==> config.mk <==
export PLATFORM = sky130hd
export DESIGN_NAME = dmix_lane
export DESIGN_NICKNAME = d
export VERILOG_FILES = /design/src/dmix_pkg.sv /design/src/dmix_lane.sv
export SDC_FILE = /design/constraint.sdc
export NUM_CORES = 2
export LEC_CHECK = 0
export BUFFER_PORTS_ARGS = -buffer_cell sky130_fd_sc_hd__buf_2
export CAP_MARGIN = 20
export CORE_MARGIN = 5
export CORE_UTILIZATION = 38
export DETAILED_ROUTE_END_ITERATION = 8
export HOLD_SLACK_MARGIN = 0.02
export PLACE_DENSITY_LB_ADDON = 0.1
export RECOVER_POWER = 25
export SKIP_CTS_REPAIR_TIMING = 1
export SLEW_MARGIN = 30
export SYNTH_ARGS = -nofsm -noshare
export SYNTH_HDL_FRONTEND = slang
export SYNTH_SLANG_ARGS = --single-unit
==> constraint.sdc <==
create_clock -name clk245760 -period 23.3 [get_ports clk245760]
set_clock_uncertainty 0.05 [all_clocks]
set_input_delay 4.66 -clock clk245760 [delete_from_list [all_inputs] [get_ports clk245760]]
set_output_delay 4.66 -clock clk245760 [all_outputs]
set_load 0.005 [all_outputs]
==> src/dmix_pkg.sv <==
package dmix_pkg;

    // mixer geometry
    localparam int NUM_LANES = 4;
    localparam int LANE_W    = 2;   // enough bits to name every lane

    // sample and gain formats
    localparam int SAMPLE_W  = 24;  // signed pcm
    localparam int VOL_W     = 16;  // gain = vol / 65536

    // i2s framing
    localparam int SLOT_W    = 32;  // bit slots per channel
    localparam int BCK_HALF  = 2;   // clocks per half bck period

    typedef logic signed [SAMPLE_W-1:0] sample_t;

    typedef logic [VOL_W-1:0] vol_t;

    // one stereo frame, left in the upper half
    typedef struct packed {
        sample_t left;
        sample_t right;
    } stereo_t;

    // input stream word, tag picks the destination lane
    typedef struct packed {
        logic [LANE_W-1:0] lane;
        stereo_t           frame;
    } tagged_frame_t;

    typedef enum logic [1:0] {
        TX_IDLE,    // waiting for the first mixed frame
        TX_LEFT,    // lrck low
        TX_RIGHT    // lrck high
    } tx_state_e;

endpackage

==> src/dmix_lane.sv <==
`timescale 1ns/1ps

module dmix_lane (
    input  logic              clk245760,
    input  logic              rst_n_i,
    input  dmix_pkg::vol_t    vol_i,
    input  dmix_pkg::stereo_t in_frame_i,
    input  logic              in_valid_i,
    output logic              in_ready_o,
    output dmix_pkg::stereo_t out_frame_o,
    output logic              out_valid_o,
    input  logic              out_ready_i
);

    // full product of a signed sample and a zero-extended volume
    typedef logic signed [dmix_pkg::SAMPLE_W+dmix_pkg::VOL_W:0] prod_t;

    prod_t                           prod_l_q;
    prod_t                           prod_r_q;
    dmix_pkg::stereo_t               out_q;
    logic                            s1_q;
    logic                            s2_q;
    logic                            s1_adv;
    logic                            s2_adv;
    logic signed [dmix_pkg::VOL_W:0] gain;

    assign gain = $signed({1'b0, vol_i});

    // a stage moves when the next one is empty or draining
    assign s2_adv = !s2_q || out_ready_i;
    assign s1_adv = !s1_q || s2_adv;

    assign in_ready_o  = s1_adv;
    assign out_valid_o = s2_q;
    assign out_frame_o = out_q;

    always_ff @(posedge clk245760) begin
        if (!rst_n_i) begin
            s1_q <= 1'b0;
            s2_q <= 1'b0;
        end else begin
            if (s1_adv) begin
                s1_q <= in_valid_i;
            end
            if (s2_adv) begin
                s2_q <= s1_q;
            end
        end
    end

    // stage 1 multiply
    always_ff @(posedge clk245760) begin
        if (s1_adv && in_valid_i) begin
            prod_l_q <= in_frame_i.left * gain;
            prod_r_q <= in_frame_i.right * gain;
        end
    end

    // stage 2 drops the 16 fraction bits, result always fits a sample
    always_ff @(posedge clk245760) begin
        if (s2_adv && s1_q) begin
            out_q.left  <= dmix_pkg::sample_t'(prod_l_q >>> dmix_pkg::VOL_W);
            out_q.right <= dmix_pkg::sample_t'(prod_r_q >>> dmix_pkg::VOL_W);
        end
    end

endmodule

==> results.yml <==
floorplanning:
  core.rowCount: 102
  ios: 118
  die_h_um: 290
  core-area_um2: 77700
  die_area_um2: 84200
  start_util_pct: 38.4
  die_w_um: 290
global_routing:
  grt_use_total_pct: 19.2
  grt_pass1_wl_mm: 129
  antenna_found_initial: 5
  grt_start_max_net_pins: 49
  gr-total-overflow: 0
  grt_pass1_vias: 23200
timing:
  finalMaxSlewViolations: 26
  period_minus_slack_ns: 11.07
  tns_ns: 0
  rsz0062_at_grt: "no"
  hold_viol_final: 0
  period_share_pct: 47.5
  worst_pin_slew_ns: 2.44
  max_freq_mhz: 90.3
  slew_headroom_pct: -63.0
  setup_viol: 0
drt:
  ant_nets: 0
  drc: 0
  dr.pass1.iters: 5
  vias: 20200
  via_per_inst: 4.78
  drt_wl_total_mm: 77.6
  wl_per_cell_um: 18.4
  drt_iter0_markers: 980
setup_path:
  cp-end-kind: "flop"
  reg2reg_depth: 3
  rrSetupSlack_ns: 19.98
  start_kind: "primary input"
  path_class: "in2reg"
  r2r_end: "out_frame_o[3]"
  cp.required_ns: 23.36
  cp.arrival_ns: 11.13
  crit_path_max_fanout: 48
  worstSetupEndpoint: "prod_l_q[39]"
  crit-reg2reg-launch: "out_valid_o"
  crit_start: "vol_i[4]"
clock_tree:
  tritoncts: "built"
  numCtsBuffers: 9
  cts.clk_slew.worst_paths_ns: 0.08
  htreeDepth: 3
  clock_path_buffers: 2
  clkLatencyLatePin_ns: 0.39
  cts.sink_count: 98
  cts_root_buffer: "clkbuf_16"
logic_synthesis:
  yosysWarnings: 0
  syn_area_um2: 29800
  yosysSeqAreaShare_pct: 9.79
  yosysMostFrequentCell: "inv_1"
  synth_seq_cells: 98
  synthDistinctLibCells: 62
  synth_cells: 3156
  synth_top_area_cell: "fa_1"
  syn_area_per_cell_um2: 9.46
  synth_edf_count: 96
  synth_commonest_cells: "inv_1, fa_1, nand2_1"
  synth_area_leaders: "fa_1, inv_1, edfxtp_1, ha_1, and2_1"
  yosys.area.top_type_share_pct: 49.6
  ys.flop_type: "edfxtp_1"
  synth_nets: 4156
  ys_async_sr_fraction_pct: 0
layout:
  syn_to_final_growth_pct: 6.09
  drive_gt1_share_pct: 5.26
  fin_nets: 4170
  fillers: 7741
placed_design:
  routabilityCongestion: 0.835
  portBuffers: 117
  place_hpwl_mm: 58.7
run_status:
  violations: "max-capacitance violations, max-slew violations"
  status: "complete, but fails checks"
min_path:
  hold_class: "reg2reg"
flow_run:
  maxCapViolCount: 1
worst max-delay path: stages:
cell and delay [ns]:
buf_2 0.10, buf_4 0.58, nand2_1 0.14, fa_1 0.49, fa_1 0.59, fa_1 0.47, fa_1 0.55, inv_1 0.05
fa_1 0.50, fa_1 0.42, ha_1 0.33, nand4_1 0.14, a2111oi_2 0.67, or2_2 0.26, o21ai_2 0.10, a211o_1 0.36
a2111oi_4 0.43, nand3b_1 0.16, o211ai_1 0.10
registers in the layout, indices dropped and copies added (netlist names):
register and flops:
out_frame_o 48, out_valid_o 1, prod_l_q 24, prod_r_q 24, s1_q 1
worst min-delay path by stage:
stage                           endpoint          from  slack [ns]  cells after the start
after floorplan           out_frame_o[0]  prod_r_q[16]        0.35                      0
after global placement    out_frame_o[2]  prod_r_q[18]        0.36                      0
after detailed placement  out_frame_o[8]  prod_r_q[24]        0.35                      0
after CTS                 out_frame_o[8]  prod_r_q[24]        0.37                      0
after global routing      out_frame_o[8]  prod_r_q[24]        0.37                      0
final                     out_frame_o[8]  prod_r_q[24]        0.37                      0
through the flow:
step / std cells / utilization (%) / setup slack (ns) / hold WS [ns] / instance area, um2
floorplan: 3156 / - / 12.76 / 0.350 / 29800
global placement: 4199 / 40.4 / 11.99 / 0.355 / 31400
detailed placement: 4199 / 40.4 / 11.90 / 0.355 / 31400
CTS: 4215 / 40.7 / 12.33 / 0.375 / 31700
global route: 4216 / 40.7 / 11.95 / 0.374 / 31700
finish: 4218 / 40.7 / 12.23 / 0.370 / 31700
area by class of cell:
| cell class | count | area [um2] | area share (%) |
|---|---|---|---|
| clock inverters | 7 | 61.3 | 0.194 |
| repair buffers | 134 | 716 | 2.26 |
| diodes | 3 | 7.51 | 0.0237 |
| well taps | 1040 | 1300 | 4.11 |
| inverters | 892 | 3350 | 10.6 |
| flip-flops and latches | 98 | 2920 | 9.23 |
| multi-input cells | 2035 | 23100 | 72.9 |
| clock buffers | 9 | 225 | 0.711 |
cells by family after synthesis:
logic type / synth area share, %
mux: 0.0335
fa+ha+maj: 57.7
flops: 9.79
buf+inv: 12.9
compound gates: 3.56
xor+xnor: 1.76
simple gates: 14.3
cell usage in the layout (no fill, tap or decap), types with 4 or more instances in the layout:
cell type  netlist  routed
buf_2            1     116
inv_1          892     892
a21oi_1         43      43
a31oi_1          5       5
o21ai_0         21      21
clkbuf_16        0       9
nor2_1          33      33
nor2b_1         11      11
and2_1         295     294
nand2b_1         5       5
nand3_1         15      15
nand4_1          6       6
nor3_1          11      11
o211ai_1         7       7
xor2_1          12      12
xnor2_1         48      48
a211oi_1         9       9
and3_1           9       9
or2_2            4       4
fa_1           740     740
nand3b_1         4       4
buf_4            0      18
a21o_1          14      14
ha_1           192     192
nand2_1        491     491
edfxtp_1        96      96
a211o_1          4       4
o21a_1           8       8
layer usage:
layer  vias to the layer above  share of wire (%)  track usage (%)
met5                         -              0.044                0
met3                        78                3.7             2.69
met4                         6                1.6             3.53
met1                     10600                 45             26.1
met2                       377                 50             33.2
li1                       9079                  -                -
Power is left out: the tool's default activity adds up to more than one toggle a clock period on the data nets, which glitch-free logic cannot reach.
