--- config.mk ---
export PLATFORM = sky130hd
export DESIGN_NAME = dmix_in_router
export DESIGN_NICKNAME = d
export VERILOG_FILES = /design/src/dmix_pkg.sv /design/src/dmix_in_router.sv
export SDC_FILE = /design/constraint.sdc
export NUM_CORES = 1
export LEC_CHECK = 0
export ABC_AREA = 1
export BUFFER_PORTS_ARGS = -buffer_cell sky130_fd_sc_hd__buf_2
export CORE_MARGIN = 10
export CORE_UTILIZATION = 44
export CTS_CLUSTER_SIZE = 40
export DETAILED_ROUTE_END_ITERATION = 6
export PLACE_DENSITY = 0.84
export RECOVER_POWER = 25
export SYNTH_ARGS = -nofsm -noshare
export SYNTH_HDL_FRONTEND = slang
export SYNTH_SLANG_ARGS = --single-unit
--- constraint.sdc ---
create_clock -name clk245760 -period 7.08 [get_ports clk245760]
set_input_delay 1.416 -clock clk245760 [delete_from_list [all_inputs] [get_ports clk245760]]
set_output_delay 1.416 -clock clk245760 [all_outputs]
set_load 0.02 [all_outputs]
--- src/dmix_pkg.sv ---
package dmix_pkg;

    // mixer geometry
    localparam int NUM_LANES = 4;
    localparam int LANE_W    = 2;   // enough bits to name every lane

    // sample and gain formats
    localparam int SAMPLE_W  = 24;  // signed pcm
    localparam int VOL_W     = 16;  // gain = vol / 65536

    // i2s framing
    localparam int SLOT_W    = 32;  // bit slots per channel
    localparam int BCK_HALF  = 2;   // clocks per half bck period

    typedef logic signed [SAMPLE_W-1:0] sample_t;

    typedef logic [VOL_W-1:0] vol_t;

    // one stereo frame, left in the upper half
    typedef struct packed {
        sample_t left;
        sample_t right;
    } stereo_t;

    // input stream word, tag picks the destination lane
    typedef struct packed {
        logic [LANE_W-1:0] lane;
        stereo_t           frame;
    } tagged_frame_t;

    typedef enum logic [1:0] {
        TX_IDLE,    // waiting for the first mixed frame
        TX_LEFT,    // lrck low
        TX_RIGHT    // lrck high
    } tx_state_e;

endpackage

--- src/dmix_in_router.sv ---
`timescale 1ns/1ps

module dmix_in_router (
    input  logic                           clk245760,
    input  logic                           rst_n_i,
    input  dmix_pkg::tagged_frame_t        in_frame_i,
    input  logic                           in_valid_i,
    output logic                           in_ready_o,
    output dmix_pkg::stereo_t              lane_frame_o,
    output logic [dmix_pkg::NUM_LANES-1:0] lane_valid_o,
    input  logic [dmix_pkg::NUM_LANES-1:0] lane_ready_i,
    output logic                           bad_tag_o
);

    dmix_pkg::tagged_frame_t frame_q;
    logic                    full_q;
    logic                    up_q;      // low during the first cycle out of reset
    logic                    bad_q;
    logic                    tag_ok;
    logic                    drain;
    logic                    accept;

    assign tag_ok = int'(frame_q.lane) < dmix_pkg::NUM_LANES;

    // one-hot valid toward the addressed lane
    always_comb begin
        lane_valid_o = '0;
        if (full_q && tag_ok) begin
            lane_valid_o[frame_q.lane] = 1'b1;
        end
    end

    // bad tags leave without a handshake
    assign drain        = full_q && (!tag_ok || lane_ready_i[frame_q.lane]);
    assign in_ready_o   = up_q && (!full_q || drain);
    assign accept       = in_valid_i && in_ready_o;
    assign lane_frame_o = frame_q.frame;
    assign bad_tag_o    = bad_q;

    always_ff @(posedge clk245760) begin
        if (!rst_n_i) begin
            up_q   <= 1'b0;
            full_q <= 1'b0;
            bad_q  <= 1'b0;
        end else begin
            up_q <= 1'b1;
            if (accept) begin
                full_q <= 1'b1;
            end else if (drain) begin
                full_q <= 1'b0;
            end
            if (full_q && !tag_ok) begin
                bad_q <= 1'b1;  // sticky
            end
        end
    end

    always_ff @(posedge clk245760) begin
        if (accept) begin
            frame_q <= in_frame_i;
        end
    end

endmodule

==> metrics.md <==
| Metric | Value |
|---|---|
| Num CTS Buffers | 5 |
| Clk slew on worst S/H paths | 0.08 ns |
| Die width | 87.7 um |
| Fmax | 0.290 GHz |
| Final Hold Vio Count | 0 |
| Min-delay src | full_q |
| MaxCap Viol Count | 0 |
| Endpoint class of the critical path | output pin |
| Setup WS post-layout | 3.64 ns |
| Grt ovf | 0 |
| CTS sink count | 52 |
| Peak supply drop | 87.0 uV |
| Final Skew | 0.00481 ns |
| Pwr Total | 0.638 mW |
| Full die area | 7690 um^2 |
| Routed wire per std cell | 16.3 um |
| Post-synthesis sequential area ratio | 0.764 |
| DP HPWL | 3310 um |
| Largest stage delay on the critical path | 0.15 ns |
| Setup WS pre-CTS | 3.64 ns |
| Leakage | 1.07 nW |
| Cell taking the most area after synthesis | edfxtp_1 |
| Vias | 1087 |
| Cell Area, Synth | 2020 um^2 |
| Post-layout minimum cycle time | 3.44 ns |
| Worst path buffer plus inverter count | 3 |
| Status | complete, no violations |
| Post-Syn Nets | 183 |
| Setup TNS | 0 ns |
| Setup Viol. Count Final | 0 |
| Syn avg cell area | 16.0 um^2 |
| GP Congestion | 0.672 |
| Final core occ | 0.549 |
| Most frequent cells after synthesis | edfxtp_1 (50), buf_4 (49), nand2_1 (9) |
| Post-cts resize count | 0 |
| Max Fanout on Critical Path | 2 |
| Starting Density | 0.460 |
| Core area | 4380 um^2 |
| IO Pins | 111 |
| Hold Buf Count CTS | 0 |
| Total iterations of the first detailed-routing run | 4 |
| DP Cell Count | 240 |
| H-tree depth | 2 |
| First-pass GRT wire length | 5950 um |
| TritonCTS clock tree | done |
| Antenna Cells | 0 |
| Final period utilization | 0.486 |
| Die Ht | 87.7 um |
| RSZ-0062 raised after global routing | false |
| Dominant synthesized flop cell | edfxtp_1 |
| Top-area cell type share of the netlist area | 0.744 |
| WP data arrival | 2.03 ns |
| Syn-to-layout area delta | 19.4% |
| Drc violations | 0 |
| Worst Hold Class | reg -> reg |
| Clock Tree Buf Depth | 2 |
| Most frequent CP cell | nand2_1 |
| Top post-synthesis cells by area | edfxtp_1 (74%), buf_4 (18%), dfxtp_1 (2.0%) |
| Row cnt | 24 |
| Delay-heaviest family, CP | buffers and inverters |
| Count leader, synth | edfxtp_1 |
| Number of global-route vias before repair | 1136 |
| CTS root buf | clkbuf_8 |
| CP max stage cell | buf_2 |
| Setup Fix Bufs, Post-CTS | 0 |
| Largest net degree at the start of global routing | 28 |
| Number of nets in the layout | 252 |
| Number of port buffers | 109 |
| Number of nets with antenna violations after routing | 0 |
| Finished Layout Cells | 247 |
| Slew Viols, Final | 0 |
| Total Routed Length | 4030 um |
| Worst r2r src | frame_q[48] |
| Post-synth ARST share | 0 |
| Seq cells post-synth | 52 |
| Synth warn | 0 |
| Crit path from | lane_ready_i[3] |
| CP Class | in -> out |
| Global Route Usage Sum | 0.0997 |
| Initial drt markers | 36 |
| Fillcell total | 365 |
| Layout cell share with drive strength beyond 1 | 0.621 |
| Critical-path cell list | buf_2, nand2_1, nand2_1, nand2_1, nand3_2, inv_1, nor2_1, buf_2 |
| Initial antenna violation count | 0 |
| Cells after Synth | 126 |
| Worst-Skew Late Latency | 0.29 ns |
| Pwr Density | 265 nW/um^2 |
| Vias/cell | 4.40 |
| Startpoint types | input port |
| Synth cell types | 11 |
| EDFF count, synth | 50 |
| CP required | 5.66 ns |
==> final cells by class <==
| type | instances | area (um^2) | area share |
|---|---|---|---|
| sequential | 52 | 1540 | 0.640 |
| timing repair buffer | 111 | 561 | 0.233 |
| multi-input combinational | 18 | 86.3 | 0.0358 |
| clock buffer | 5 | 68.8 | 0.0286 |
| tap | 52 | 65.1 | 0.0270 |
| clock inverter | 2 | 60.1 | 0.0249 |
| inverter | 7 | 26.3 | 0.0109 |
==> placed cells by master, fill, tap and decap left out <==
cell type / Yosys / routed
nor3_1: 5 / 4
nor2_1: 1 / 1
clkbuf_8: 0 / 5
buf_2: 0 / 109
o21ai_1: 1 / 1
bufinv_16: 0 / 2
edfxtp_1: 50 / 50
buf_4: 49 / 2
nand3_2: 1 / 1
conb_1: 1 / 1
inv_1: 6 / 6
inv_2: 1 / 1
nor3_2: 0 / 1
nand2_1: 9 / 9
dfxtp_1: 2 / 2
==> where the power goes <==
group	total, mW	switching, mW	leakage [nW]	internal, mW
logic	0.0557	0.0345	0.521	0.0212
clock network	0.225	0.0864	0.0642	0.139
registers	0.357	0.00336	0.484	0.353
total	0.638	0.124	1.07	0.513
==> layer usage <==
metal / GRT usage / part of all wire / up-vias / wire length, um
met1: 0.108 / 0.37 / 493 / 1500
met5: 0 / 0 / - / 0
met4: 0.0217 / 0.0077 / 0 / 31
met3: 0.0566 / 0.14 / 6 / 575
met2: 0.167 / 0.48 / 73 / 1930
li1: - / - / 515 / -
==> logic make-up after synthesis <==
family                 count (synthesis)  synth area share
AND/OR/NAND/NOR                       16            0.0360
other                                  1           0.00186
buffers and inverters                 56             0.195
AO/OA/AOI/OAI                          1           0.00248
flip-flops                            52             0.764
==> worst reg2reg max path, cell delays in order (launching register included) <==
cell	delay, ns
edfxtp_1	0.47
inv_2	0.11
nand2_1	0.05
nand2_1	0.05
nand2_1	0.05
nand3_2	0.07
inv_1	0.05
nor3_2	0.13
buf_4	0.35
==> final timing paths <==
path / endpoint / slack, ns / depth (start not counted)
max reg2reg: lane_frame_o[3] / 5.39 / 8
min: full_q / 0.58 / 4
min reg2reg: full_q / 0.58 / 4
max: in_ready_o / 3.64 / 8
==> state kept, by name (all words and copies together), names as in the netlist <==
name / count
frame_q: 2
full_q: 1
lane_frame_o: 48
up_q: 1
==> per-stage QoR <==
step / area [um^2] / hold WS, ns
2_1_floorplan: 2020 / 0.527
3_3_place_gp: 2280 / 0.564
3_5_place_dp: 2280 / 0.575
4_1_cts: 2410 / 0.591
5_1_grt: 2410 / 0.630
6_report: 2410 / 0.582
Power figures use the tool's default switching activity.
