`config.mk`:
```
export PLATFORM = sky130hd
export DESIGN_NAME = dmix_i2s_tx
export DESIGN_NICKNAME = d
export VERILOG_FILES = /design/src/dmix_pkg.sv /design/src/dmix_i2s_tx.sv
export SDC_FILE = /design/constraint.sdc
export NUM_CORES = 1
export LEC_CHECK = 0
export ABC_AREA = 0
export BUFFER_PORTS_ARGS = -buffer_cell sky130_fd_sc_hd__buf_2
export CAP_MARGIN = 20
export CORE_MARGIN = 4
export CORE_UTILIZATION = 51
export CTS_CLUSTER_DIAMETER = 150
export DETAILED_ROUTE_END_ITERATION = 10
export PLACE_DENSITY = 0.76
export SYNTH_ARGS = -nofsm -noshare
export SYNTH_HDL_FRONTEND = slang
export SYNTH_SLANG_ARGS = --single-unit
```
`constraint.sdc`:
```
create_clock -name clk245760 -period 1.7 [get_ports clk245760]
set_clock_uncertainty 0.15 [all_clocks]
set_input_delay 0.085 -clock clk245760 [delete_from_list [all_inputs] [get_ports clk245760]]
set_output_delay 0.085 -clock clk245760 [all_outputs]
set_load 0.005 [all_outputs]
```
`src/dmix_pkg.sv`:
```
package dmix_pkg;

    // mixer geometry
    localparam int NUM_LANES = 4;
    localparam int LANE_W    = 2;   // enough bits to name every lane

    // sample and gain formats
    localparam int SAMPLE_W  = 24;  // signed pcm
    localparam int VOL_W     = 16;  // gain = vol / 65536

    // i2s framing
    localparam int SLOT_W    = 32;  // bit slots per channel
    localparam int BCK_HALF  = 2;   // clocks per half bck period

    typedef logic signed [SAMPLE_W-1:0] sample_t;

    typedef logic [VOL_W-1:0] vol_t;

    // one stereo frame, left in the upper half
    typedef struct packed {
        sample_t left;
        sample_t right;
    } stereo_t;

    // input stream word, tag picks the destination lane
    typedef struct packed {
        logic [LANE_W-1:0] lane;
        stereo_t           frame;
    } tagged_frame_t;

    typedef enum logic [1:0] {
        TX_IDLE,    // waiting for the first mixed frame
        TX_LEFT,    // lrck low
        TX_RIGHT    // lrck high
    } tx_state_e;

endpackage

```
`src/dmix_i2s_tx.sv`:
```
`timescale 1ns/1ps

module dmix_i2s_tx (
    input  logic              clk245760,
    input  logic              rst_n_i,
    input  dmix_pkg::stereo_t frame_i,
    input  logic              valid_i,
    output logic              ready_o,
    output logic              dac_bck_o,
    output logic              dac_lrck_o,
    output logic              dac_data_o,
    output logic              underrun_o
);

    logic [$clog2(2*dmix_pkg::BCK_HALF)-1:0] div_q;   // clock phase inside one bit
    logic [$clog2(2*dmix_pkg::SLOT_W)-1:0]   bit_q;   // slot currently on the line
    logic [2*dmix_pkg::SLOT_W-1:0]           shift_q;
    logic [2*dmix_pkg::SLOT_W-1:0]           load_word;
    dmix_pkg::tx_state_e                     state_q;
    logic                                    bck_q;
    logic                                    lrck_q;
    logic                                    data_q;
    logic                                    underrun_q;
    logic                                    bit_end;
    logic                                    frame_end;
    logic                                    start;

    assign bit_end   = div_q == (2*dmix_pkg::BCK_HALF-1);
    assign frame_end = bit_end && bit_q == (2*dmix_pkg::SLOT_W-1);
    assign ready_o   = frame_end;

    // idle waits for the first frame, after that every boundary reloads
    assign start = frame_end && (state_q != dmix_pkg::TX_IDLE || valid_i);

    // one dead slot before each msb (i2s delay), zero padding after the lsb
    always_comb begin
        load_word = '0;
        if (valid_i) begin
            load_word = {1'b0, frame_i.left,
                         {(dmix_pkg::SLOT_W-dmix_pkg::SAMPLE_W-1){1'b0}},
                         1'b0, frame_i.right,
                         {(dmix_pkg::SLOT_W-dmix_pkg::SAMPLE_W-1){1'b0}}};
        end
    end

    always_ff @(posedge clk245760) begin
        if (!rst_n_i) begin
            div_q      <= '0;
            bit_q      <= '1;
            shift_q    <= '0;
            state_q    <= dmix_pkg::TX_IDLE;
            bck_q      <= 1'b0;
            lrck_q     <= 1'b0;
            data_q     <= 1'b0;
            underrun_q <= 1'b0;
        end else begin
            div_q <= bit_end ? '0 : div_q + 1'b1;
            if (bit_end) begin
                bck_q <= 1'b0;  // falling edge, data moves here
                if (start) begin
                    shift_q <= load_word << 1;
                    data_q  <= load_word[2*dmix_pkg::SLOT_W-1];
                    bit_q   <= '0;
                    lrck_q  <= 1'b0;
                    state_q <= dmix_pkg::TX_LEFT;
                    if (!valid_i) begin
                        underrun_q <= 1'b1;     // zeros go out, sticky
                    end
                end else if (state_q != dmix_pkg::TX_IDLE) begin
                    shift_q <= shift_q << 1;
                    data_q  <= shift_q[2*dmix_pkg::SLOT_W-1];
                    bit_q   <= bit_q + 1'b1;
                    if (bit_q == dmix_pkg::SLOT_W-1) begin
                        lrck_q  <= 1'b1;
                        state_q <= dmix_pkg::TX_RIGHT;
                    end
                end
            end else if (div_q == dmix_pkg::BCK_HALF-1 &&
                         state_q != dmix_pkg::TX_IDLE) begin
                bck_q <= 1'b1;  // dac samples here
            end
        end
    end

    assign dac_bck_o  = bck_q;
    assign dac_lrck_o = lrck_q;
    assign dac_data_o = data_q;
    assign underrun_o = underrun_q;

endmodule

```
==> impl_metrics.json <==
{
  "synth-main-ff-cell": "dfxtp_1",
  "final_hold_viol_count": 0,
  "dp_slack_ns": -0.03520,
  "initial_core_util_pct": 53.45,
  "syn_nets": 472,
  "drive_gt1_share_pct": 21.67,
  "synthArstFlopShare_pct": 0,
  "fmax_ghz": 0.5935,
  "synthDistinctLibCells": 36,
  "io_buffers": 55,
  "cts_tree": "built",
  "fin_crit_ns": 1.685,
  "die_w_um": 90.27,
  "cts.sinks": 69,
  "numCtsBuffers": 9,
  "dr_wl_met3_um": 410,
  "wl_met1_um": 3875,
  "tightest_slew_ns": 0.3631,
  "avgSynthCellArea_um2": 8.259,
  "slew_headroom_pct": 75.79,
  "place_congestion": 0.8197,
  "hold_path_class": "input pin to flop",
  "wl_met2_um": 4583,
  "wirelength_um": 9019,
  "cts_max_level": 3,
  "slew_viol_final": 0,
  "n_antenna_cell": 0,
  "synth_top_area_cell": "dfxtp_1",
  "drc": 0,
  "dp_hpwl_um": 5077,
  "maxCapViolCount": 0,
  "n_fill_cell": 487,
  "syn_inst": 418,
  "finalCritPeriodShare_pct": 99.12,
  "synth_area_mm2": 0.003452,
  "synth_edf_count": 0,
  "grt_util_all_layers_pct": 21.65,
  "end_kind": "flop",
  "firstDrtPassIters": 7,
  "final_core_util_pct": 72.41,
  "clk_pin_slew_ns": 0.07,
  "finalWorstSetupSlack_ns": 0.01498,
  "yosys-top-cells-count": "dfxtp_1 (69), nand2_1 (53), o21ai_0 (49), a21oi_1 (48), o211ai_1 (47)",
  "synth_seq_cells": 69,
  "worstSkewPairLatency_ns": 0.34,
  "critPathMaxFanout": 13,
  "grt_pass1_vias": 3172,
  "cp-start-kind": "flop",
  "status": "completed",
  "p_leak_nw": 1.582,
  "rsz0062_at_grt": "true",
  "worst_ep_required_time_ns": 1.78,
  "grt_max_degree": 94,
  "finalSetupViolations": 0,
  "ys_warn_count": 0,
  "clockBufferDepth": 2,
  "yosysMostFrequentCell": "dfxtp_1",
  "ir_worst_vdd_mv": 0.4894,
  "rows": 29,
  "multiInputGateArea_mm2": 0.001887,
  "grt_pass1_wl_um": 14870,
  "top_layer_used": "met4",
  "seq_area_mm2": 0.001388,
  "dieHeight_um": 90.27,
  "netlist.area_leader.share_pct": 40.01,
  "drt-wirelength-per-cell_um": 14.96,
  "critPathArrivalTime_ns": 1.76,
  "path_class": "flop to flop",
  "via_per_inst": 5.731,
  "core_mm2": 0.006459,
  "root_buffer": "clkbuf_8",
  "synth_area_leaders": "dfxtp_1 (40%), o211ai_1 (10%), nand3b_1 (10%), o21ai_0 (7.1%), a21oi_1 (7.0%)",
  "power_density_mw_per_mm2": 727.6,
  "fp.dieArea_mm2": 0.008149,
  "antenna_found_initial": 0,
  "ios": 56,
  "seq_area_frac_synth_pct": 40.01,
  "ant_nets": 0,
  "nNetsFinal": 576,
  "vias": 3456,
  "syn2layout_area_growth_pct": 35.48,
  "gr-total-overflow": 0,
  "initialDrtViolationCount": 212
}
## cells in the final DEF (no fill, tap or decap), drive strengths merged, types with 3 or more instances in the layout
cell type	n
a21oi	51
a22oi	10
and3	3
buf	84
clkbuf	15
dfxtp	69
dlygate4sd3	49
ha	3
inv	3
nand2	53
nand3	5
nand3b	46
nand4	3
nor2	5
nor2b	9
o211ai	48
o21a	3
o21ai	50
## registers in the layout, indices dropped and copies added, names as in the netlist
signal,count
shift_q,56
bit_q,6
div_q,2
state_q,2
dac_bck_o,1
dac_data_o,1
underrun_o,1
## report_power, final
| group | internal [mW] | total [mW] | leakage [nW] | switching, mW |
|---|---|---|---|---|
| clock | 0.641 | 1.23 | 0.0926 | 0.586 |
| combinational | 0.271 | 0.522 | 0.932 | 0.251 |
| sequential | 1.64 | 1.65 | 0.557 | 0.0177 |
## path summary, 6_finish.rpt
| kind | start | to | slack, ns | depth (start not counted) |
|---|---|---|---|---|
| setup / recovery | div_q[0] | shift_q[60] | 0.01 | 7 |
| hold / removal | frame_i[27] | shift_q[43] | 0.11 | 5 |
| setup reg to reg | div_q[0] | shift_q[60] | 0.01 | 7 |
| hold reg to reg | underrun_o | underrun_o | 0.32 | 1 |
## critical path, stage by stage (launching register included)
cell	delay, ns
dfxtp_4	0.36
ha_4	0.17
and3_4	0.28
o211ai_4	0.11
buf_12	0.16
clkbuf_16	0.16
o211ai_1	0.09
a21oi_1	0.08
## through the flow
stage	instance area [µm²]	instances	power [mW]	setup TNS (ns)	hold WS, ns
floorplan	3476	418	1.944	-0.00007894	0.07355
global placement	3827	526	2.059	0	0.1777
detailed placement	3827	526	2.070	-0.08825	0.1840
CTS	4526	593	3.383	0	0.08231
global route	4677	603	3.541	-0.7934	0.1587
finish	4677	603	3.403	0	0.1050
## area by class of cell
type / instances / area share (%)
clock inverter: 1 / 0.1070
inverter: 3 / 0.2408
timing repair buffer: 134 / 23.89
multi-input combinational: 305 / 40.34
clock buffer: 14 / 3.692
sequential: 69 / 29.67
tap: 77 / 2.060
## per-layer routing
metal  GRT usage, %  up-vias
li1               -     1735
met1          27.22     1629
met2          35.84       77
met3          6.750       15
met4          5.995        0
met5              0        -
## timing repair
action	CTS	global route
resized for setup	3	11
hold buffers	49	0
setup endpoints to repair	38	56
hold endpoints to repair	51	0
pin swaps	1	53
setup buffers	3	8
gates cloned	0	2
## kinds of logic after synthesis
group	count (synthesis)	share of synthesized area [%]
adders and majority gates	3	1.087
DFF	69	40.01
AOI/OAI and AO/OA	166	29.83
buffers and inverters	45	7.140
and+or+nand+nor	135	21.93
(Power assumes the default switching activity.)
