==> config.mk <==
export PLATFORM = sky130hd
export DESIGN_NAME = dmix_mixer
export DESIGN_NICKNAME = d
export VERILOG_FILES = /design/src/dmix_pkg.sv /design/src/dmix_mixer.sv
export SDC_FILE = /design/constraint.sdc
export NUM_CORES = 1
export LEC_CHECK = 0
export BUFFER_PORTS_ARGS = -buffer_cell sky130_fd_sc_hd__clkbuf_2
export CORE_MARGIN = 2
export CORE_UTILIZATION = 54
export CTS_BUF_LIST = sky130_fd_sc_hd__clkbuf_8 sky130_fd_sc_hd__clkbuf_16
export DETAILED_ROUTE_END_ITERATION = 8
export GPL_TIMING_DRIVEN = 0
export PLACE_DENSITY_LB_ADDON = 0.1
export REMOVE_ABC_BUFFERS = 1
export SETUP_SLACK_MARGIN = 0.5
export SYNTH_ARGS = -nofsm -noshare
export SYNTH_HDL_FRONTEND = slang
export SYNTH_SLANG_ARGS = --single-unit
==> constraint.sdc <==
create_clock -name clk245760 -period 6.55 [get_ports clk245760]
set_clock_uncertainty 0.05 [all_clocks]
set_input_delay 1.31 -clock clk245760 [delete_from_list [all_inputs] [get_ports clk245760]]
set_output_delay 1.31 -clock clk245760 [all_outputs]
set_load 0.01 [all_outputs]
==> src/dmix_pkg.sv <==
package dmix_pkg;

    // mixer geometry
    localparam int NUM_LANES = 4;
    localparam int LANE_W    = 2;   // enough bits to name every lane

    // sample and gain formats
    localparam int SAMPLE_W  = 24;  // signed pcm
    localparam int VOL_W     = 16;  // gain = vol / 65536

    // i2s framing
    localparam int SLOT_W    = 32;  // bit slots per channel
    localparam int BCK_HALF  = 2;   // clocks per half bck period

    typedef logic signed [SAMPLE_W-1:0] sample_t;

    typedef logic [VOL_W-1:0] vol_t;

    // one stereo frame, left in the upper half
    typedef struct packed {
        sample_t left;
        sample_t right;
    } stereo_t;

    // input stream word, tag picks the destination lane
    typedef struct packed {
        logic [LANE_W-1:0] lane;
        stereo_t           frame;
    } tagged_frame_t;

    typedef enum logic [1:0] {
        TX_IDLE,    // waiting for the first mixed frame
        TX_LEFT,    // lrck low
        TX_RIGHT    // lrck high
    } tx_state_e;

endpackage

==> src/dmix_mixer.sv <==
`timescale 1ns/1ps

module dmix_mixer (
    input  logic                                        clk245760,
    input  logic                                        rst_n_i,
    input  dmix_pkg::stereo_t [dmix_pkg::NUM_LANES-1:0] lane_frame_i,
    input  logic [dmix_pkg::NUM_LANES-1:0]              lane_valid_i,
    output logic                                        lane_ready_o,
    output dmix_pkg::stereo_t                           mix_frame_o,
    output logic                                        mix_valid_o,
    input  logic                                        mix_ready_i
);

    // sum of all lanes plus one spare bit of headroom
    typedef logic signed [dmix_pkg::SAMPLE_W+dmix_pkg::LANE_W:0] acc_t;

    acc_t              sum_l;
    acc_t              sum_r;
    dmix_pkg::stereo_t mix_q;
    logic              valid_q;
    logic              all_valid;
    logic              out_free;

    // clamp to 24-bit signed when the bits above the sample msb disagree
    function automatic dmix_pkg::sample_t saturate(input acc_t a);
        logic [dmix_pkg::LANE_W+1:0] top;
        top = a[$bits(acc_t)-1:dmix_pkg::SAMPLE_W-1];
        if (top == '0 || top == '1) begin
            return a[dmix_pkg::SAMPLE_W-1:0];
        end else if (a[$bits(acc_t)-1]) begin
            return {1'b1, {(dmix_pkg::SAMPLE_W-1){1'b0}}};     // 0x800000
        end else begin
            return {1'b0, {(dmix_pkg::SAMPLE_W-1){1'b1}}};     // 0x7fffff
        end
    endfunction

    always_comb begin
        sum_l = '0;
        sum_r = '0;
        for (int i = 0; i < dmix_pkg::NUM_LANES; i++) begin
            sum_l = sum_l + $signed(lane_frame_i[i].left);
            sum_r = sum_r + $signed(lane_frame_i[i].right);
        end
    end

    // all lanes hand over together
    assign all_valid    = &lane_valid_i;
    assign out_free     = !valid_q || mix_ready_i;
    assign lane_ready_o = all_valid && out_free;

    assign mix_frame_o = mix_q;
    assign mix_valid_o = valid_q;

    always_ff @(posedge clk245760) begin
        if (!rst_n_i) begin
            valid_q <= 1'b0;
        end else if (lane_ready_o) begin
            valid_q <= 1'b1;
        end else if (mix_ready_i) begin
            valid_q <= 1'b0;    // taken by the transmitter
        end
    end

    always_ff @(posedge clk245760) begin
        if (lane_ready_o) begin
            mix_q.left  <= saturate(sum_l);
            mix_q.right <= saturate(sum_r);
        end
    end

endmodule

==> results of run 1 <==
## layout make-up
cell class                 instances  area share (%)
tap                              211            2.60
multi-input combinational        657            57.4
timing repair buffer             259            13.2
sequential                        49            14.4
clock inverter                     3           0.210
inverter                         296            11.0
clock buffer                       5            1.23
## worst max-delay path: cells and delay by family
kind / cells / cell delay [ps]
buffers and inverters: 6 / 670
adder cells (fa/ha/maj): 4 / 1640
AND/OR/NAND/NOR: 5 / 960
AO/OA/AOI/OAI: 4 / 1160
## state kept, by name, summed over array words and instances (netlist names)
register and flops:
mix_frame_o 48, mix_valid_o 1
## report_power, final
group | internal [mW] | switching, mW
logic | 1.08 | 1.54
clock network | 0.143 | 0.129
registers | 0.480 | 0.00812
## metrics by stage
| step | cells | hold slack, ps | setup TNS [ps] |
|---|---|---|---|
| after floorplan | 1002 | 465 | 0 |
| after global placement | 1461 | 439 | -17660 |
| after detailed placement | 1465 | 467 | -3170 |
| after CTS | 1473 | 477 | 0 |
| after global routing | 1480 | 503 | 0 |
| final | 1480 | 476 | 0 |
## final timing paths
| path | slack, ps | to | cells past startpoint | startpoint |
|---|---|---|---|---|
| min | 480 | mix_valid_o$_SDFFE_PN0P_ | 2 | mix_valid_o$_SDFFE_PN0P_ |
| min reg2reg | 480 | mix_valid_o$_SDFFE_PN0P_ | 2 | mix_valid_o$_SDFFE_PN0P_ |
| max | 860 | mix_frame_o[9]$_DFFE_PP_ | 19 | lane_frame_i[1] |
| max reg2reg | 4930 | mix_frame_o[29]$_DFFE_PP_ | 3 | mix_valid_o$_SDFFE_PN0P_ |
## metal layers
layer	vias up	share of wire, %	global-route usage (%)
met3	35	4.4	1.98
li1	3848	-	-
met5	-	0	0
met2	208	53	43.7
met4	0	2.6	6.89
met1	3582	40	26.6
## kinds of logic (layout without fill, tap and decap cells)
group / count (synthesis) / count (layout)
and+or+nand+nor: 234 / 234
adders and majority gates: 150 / 150
xor gates and xnor gates: 38 / 38
AOI/OAI and AO/OA: 231 / 231
muxes: 4 / 4
buffers and inverters: 330 / 563
DFF: 49 / 49
## repair_timing
| item | CTS | global route |
|---|---|---|
| setup buffers | 0 | 7 |
| gates cloned | 0 | 0 |
| pin swaps | 0 | 3 |
| hold buffers | 0 | 0 |
| endpoints found under the setup margin | 20 | 35 |
| gates resized for setup | 3 | 2 |
## Yosys cell counts (all sizes together), types with 7 or more instances
library cell  number
and2              11
fa                98
and3               8
o21ai             36
nor3              28
a22oi             15
nand3             27
o211ai             9
o21bai             8
nor2              39
nand3b            15
ha                52
nand2             49
a31oi              7
a21oi             72
inv              295
or3               13
a31o              10
xnor2             25
o21a              10
nand2b            15
a21o              16
buf               14
edfxtp            48
clkbuf            20
a211oi             8
xor2              13
==> results.tsv, run 1 <==
stage	metric	value	unit
status	outcome	finished clean	
clock_network	clock_path_buffers	2	
global_routing	grt.overflow.total	0	
timing	postLayoutSetupSlackWorst	858	ps
logic_synthesis	synth_edf_count	48	
timing	fmax	0.176	GHz
layout	utilization	66.2	%
place	dp_hpwl	15700	µm
logic_synthesis	ys.flop_type	edfxtp_1	
logic_synthesis	synth_xor_area_share	3.91	%
drt	first_iter_violations	447	
worst_setup_path	required	6610	ps
layout	syn_to_final_growth	19.2	%
drt	antenna_left	0	
worst_setup_path	criticalPathCategory	primary input to flop	
timing	period_share	86.9	%
clock_network	cts-buffers-inserted	5	
logic_synthesis	synthCells	1036	
worst_setup_path	end_kind	flop	
clock_network	tritoncts	built	
floorplanning	core-area	15300	µm²
timing	setup_viol	0	
logic_synthesis	synth_top_family_by_area	adder cells	
layout	final_common_cell	inv_1	
worst_setup_path	path_common_cell	fa_1	
worst_setup_path	path_cells	clkbuf_2, inv_1, fa_1, fa_1, inv_1, ha_1, fa_1, a21o_2, a31o_1, or4b_4, nand3_1, and2_1, a211o_1, nand3_1, o31ai_1, buf_4, buf_2, buf_2, nor3_1	
floorplanning	ioPinCount	249	
clock_network	cts.sinks	49	
layout	finish.instance_area	10100	µm²
power	p_leak	5.40	nW
place	io_buffer_count	248	
logic_synthesis	synth_cell_types	70	
floorplanning	rows	45	
logic_synthesis	yosys-top-cells-area	fa_1, edfxtp_1, inv_1	
logic_synthesis	yosysWarnings	0	
logic_synthesis	ys_async_sr_fraction	0	%
logic_synthesis	synth_mux_area_share	0.486	%
timing	rsz0062_at_grt	no	
timing	relSlewSlack	11.5	%
layout	most-common-layout-cells	inv_1, clkbuf_2, fa_1	
logic_synthesis	syn_avg_cell_area	8.21	µm²
min_path	hp-class	flop to flop	
logic_synthesis	synth_fa_ha_area_share	30.7	%
logic_synthesis	synth_top_area_share	23.1	%
timing	worst_pin_slew	1330	ps
layout	num_antenna_cells	0	
floorplanning	start_util	55.5	%
drt	routed_wirelength	18800	µm
logic_synthesis	synth-compound-area-share	18.2	%
logic_synthesis	seq_area_frac_synth	17.2	%
clock_network	cts-htree-levels	2	
floorplanning	dieArea	16800	µm²
worst_setup_path	start_kind	primary input	
timing	final_max_slew_viol_count	0	
clock_network	clock_latency	300	ps
clock_network	root_buffer	clkbuf_16	
layout	register_area	1460	µm²
floorplanning	dieHeight	129	µm
clock_network	path_clk_slew	70	ps
place	placement.cell_area	9910	µm²
global_routing	antenna_found_initial	0	
floorplanning	die_w	129	µm
logic_synthesis	syn-cell-area	8500	µm²
drt	drcViolationCount	0	
logic_synthesis	synth_simple_gate_area_share	14.5	%
drt	vias	7673	
timing	hold_viol	0	
worst_setup_path	worstPathMaxFanout	31	
place	post-place-ws	-261	ps
worst_setup_path	slowest_stage	a211o_1	
drt	dr.pass1.iters	7	
global_routing	grt_pass1_vias	7150	
worst_setup_path	arrival	5760	ps
layout	fin_nets	1617	
global_routing	grt_start_max_net_pins	50	
layout	drive_above_1_share	22.9	%
power	vdd_drop_max	0.164	mV
power	p_total	3.39	mW
global_routing	grt_pass1_wl	31200	µm
worst_setup_path	cp_slowest_stage_delay	600	ps
drt	wl_per_cell	12.7	µm
logic_synthesis	synth_top_area_cell	fa_1	
job	drv_cap	0	
power	p_per_area	334	nW/µm²
place	place_congestion	0.858	
layout	multi_input_area	5820	µm²
drt	viasPerCell	5.18	
timing	post-route-min-period	5690	ps
layout	fill_cells	1392	
logic_synthesis	synth-seq-cells	49	
global_routing	grt_usage	22.7	%
Note: power is estimated with default switching activity, not from simulation.
==> inputs of run 2 (changes only) <==
--- a/config.mk
+++ b/config.mk
@@ -5,11 +5,11 @@
 export SDC_FILE = /design/constraint.sdc
 export NUM_CORES = 1
 export LEC_CHECK = 0
-export BUFFER_PORTS_ARGS = -buffer_cell sky130_fd_sc_hd__clkbuf_2
 export CORE_MARGIN = 2
-export CORE_UTILIZATION = 54
+export CORE_UTILIZATION = 55
 export CTS_BUF_LIST = sky130_fd_sc_hd__clkbuf_8 sky130_fd_sc_hd__clkbuf_16
 export DETAILED_ROUTE_END_ITERATION = 8
+export DONT_BUFFER_PORTS = 1
 export GPL_TIMING_DRIVEN = 0
 export PLACE_DENSITY_LB_ADDON = 0.1
 export REMOVE_ABC_BUFFERS = 1
==> run 2 against run 1 <==
Total power down 2.2%. Hold slack better by 48 ps. First-iteration DRC count down 27%. Flip-flop and latch count unchanged. Register-to-register slack worse by 240 ps. Global-route usage down 1.2 points.
==> results.tsv, run 2 (synthesized netlist as in run 1, its figures left out) <==
stage	metric	value	unit
floorplanning	start_util	56.1	%
layout	fin_nets	1361	
worst_setup_path	worstPathMaxFanout	19	
global_routing	grt_pass1_wl	28900	µm
floorplanning	die_w	128	µm
layout	drive_above_1_share	3.46	%
place	post-place-ws	-82.4	ps
worst_setup_path	criticalPathCategory	primary input to flop	
global_routing	grt_usage	21.4	%
layout	syn_to_final_growth	4.05	%
power	p_leak	4.35	nW
drt	viasPerCell	5.64	
floorplanning	dieHeight	128	µm
worst_setup_path	cp_slowest_stage_delay	860	ps
timing	relSlewSlack	34.1	%
worst_setup_path	r2r_slack	4690	ps
drt	vias	6778	
floorplanning	core-area	15100	µm²
layout	multi_input_area	5820	µm²
layout	final_common_cell	inv_1	
min_path	hold_depth	2	
clock_network	postCtsSetupRepairBufs	0	
worst_setup_path	arrival	5970	ps
drt	routed_wirelength	17700	µm
min_path	hold_end	mix_valid_o$_SDFFE_PN0P_	
min_path	hp-class	flop to flop	
worst_setup_path	r2r-start	mix_valid_o$_SDFFE_PN0P_	
clock_network	path_clk_slew	70	ps
job	drv_cap	0	
layout	register_area	1460	µm²
timing	post-route-min-period	5860	ps
timing	period_share	89.4	%
place	io_buffer_count	0	
timing	setup_viol	0	
timing	whs	524	ps
place	placement.cell_area	8650	µm²
layout	largest_reg_flops	48	
layout	most-common-layout-cells	inv_1, fa_1, a21oi_1	
min_path	holdCritStartpoint	mix_valid_o$_SDFFE_PN0P_	
global_routing	grt_pass1_vias	6404	
worst_setup_path	path_cells	inv_1, fa_1, fa_1, inv_1, ha_1, a21oi_1, o211ai_1, a21oi_1, o21ai_0, o211ai_1, and2_1, a21o_1, a32o_1	
drt	antenna_left	0	
floorplanning	rows	45	
drt	dr.pass1.iters	5	
timing	rsz0062_at_grt	no	
timing	hold_viol	0	
power	vdd_drop_max	0.146	mV
drt	first_iter_violations	326	
layout	finish.instance_area	8850	µm²
drt	wl_per_cell	14.7	µm
global_routing	grt.overflow.total	0	
power	p_per_area	375	nW/µm²
worst_setup_path	start_kind	primary input	
timing	fmax	0.171	GHz
clock_network	root_buffer	clkbuf_16	
status	outcome	finished clean	
clock_network	clock_path_buffers	2	
place	place_congestion	0.875	
worst_setup_path	required	6660	ps
drt	drcViolationCount	0	
timing	worst_pin_slew	984	ps
floorplanning	ioPinCount	249	
clock_network	tritoncts	built	
worst_setup_path	reg2reg_depth	3	
worst_setup_path	slowest_stage	o211ai_1	
clock_network	cts-htree-levels	2	
global_routing	grt_start_max_net_pins	50	
layout	num_antenna_cells	0	
clock_network	ctsHoldBuffers	0	
place	dp_hpwl	14700	µm
timing	final_max_slew_viol_count	0	
clock_network	cts-buffers-inserted	5	
global_routing	antenna_found_initial	0	
layout	utilization	58.4	%
clock_network	cts.sinks	49	
worst_setup_path	end_kind	flop	
floorplanning	dieArea	16500	µm²
worst_setup_path	r2r_end	mix_frame_o[29]$_DFFE_PP_	
timing	postLayoutSetupSlackWorst	692	ps
clock_network	clock_latency	290	ps
layout	fill_cells	1458	
==> run 2: area by class of cell <==
class	instances	share of cell area, %
timing repair buffer	3	0.608
clock buffer	5	1.41
inverter	296	12.6
sequential	49	16.5
tap	188	2.66
clock inverter	3	0.424
multi-input combinational	657	65.8
==> run 2: how the worst max path moves through the flow <==
| stage | start | endpoint | slack (ps) | cells after the start |
|---|---|---|---|---|
| after floorplan | lane_frame_i[25] | mix_frame_o[28]$_DFFE_PP_ | 340 | 15 |
| after global placement | lane_frame_i[25] | mix_frame_o[36]$_DFFE_PP_ | -1050 | 15 |
| after detailed placement | lane_frame_i[25] | mix_frame_o[30]$_DFFE_PP_ | -80 | 16 |
| after CTS | lane_frame_i[25] | mix_frame_o[30]$_DFFE_PP_ | 560 | 16 |
| after global routing | lane_frame_i[5] | mix_frame_o[4]$_DFFE_PP_ | 510 | 13 |
| final | lane_frame_i[5] | mix_frame_o[0]$_DFFE_PP_ | 690 | 13 |
==> run 2: worst max-delay path: cells and delay by family <==
kind | cells | cell delay, ps
AO/OA/AOI/OAI | 7 | 2540
buffers and inverters | 2 | 70
AND/OR/NAND/NOR | 1 | 700
adder cells (fa/ha/maj) | 3 | 1330
==> run 2: layer usage <==
metal / GRT usage (%) / routed length [µm]
met5: 0 / 0
met4: 6.66 / 444
met3: 3.45 / 760
met2: 40.5 / 9110
met1: 24.8 / 7400
==> run 2: where the power goes <==
group,leakage (nW),switching (mW),internal [mW],total (mW)
sequential,0.449,0.0275,0.482,0.510
combinational,3.82,1.51,1.00,2.51
clock,0.0826,0.117,0.178,0.295
total,4.35,1.65,1.66,3.31
==> run 2: repair_timing <==
action | 4_1_cts | 5_1_grt
gates cloned | 0 | 0
gates resized for setup | 1 | 4
pin swaps | 0 | 1
endpoints found under the setup margin | 20 | 20
endpoints found under the hold margin | 0 | 0
==> run 2: per-stage QoR <==
stage	std cells	TNS (ps)	total power, mW
after floorplan	1002	0	2.43
after CTS	1201	0	3.30
after global routing	1201	0	3.66
final	1201	0	3.31
after detailed placement	1193	-632	2.99
after global placement	1190	-17770	2.92
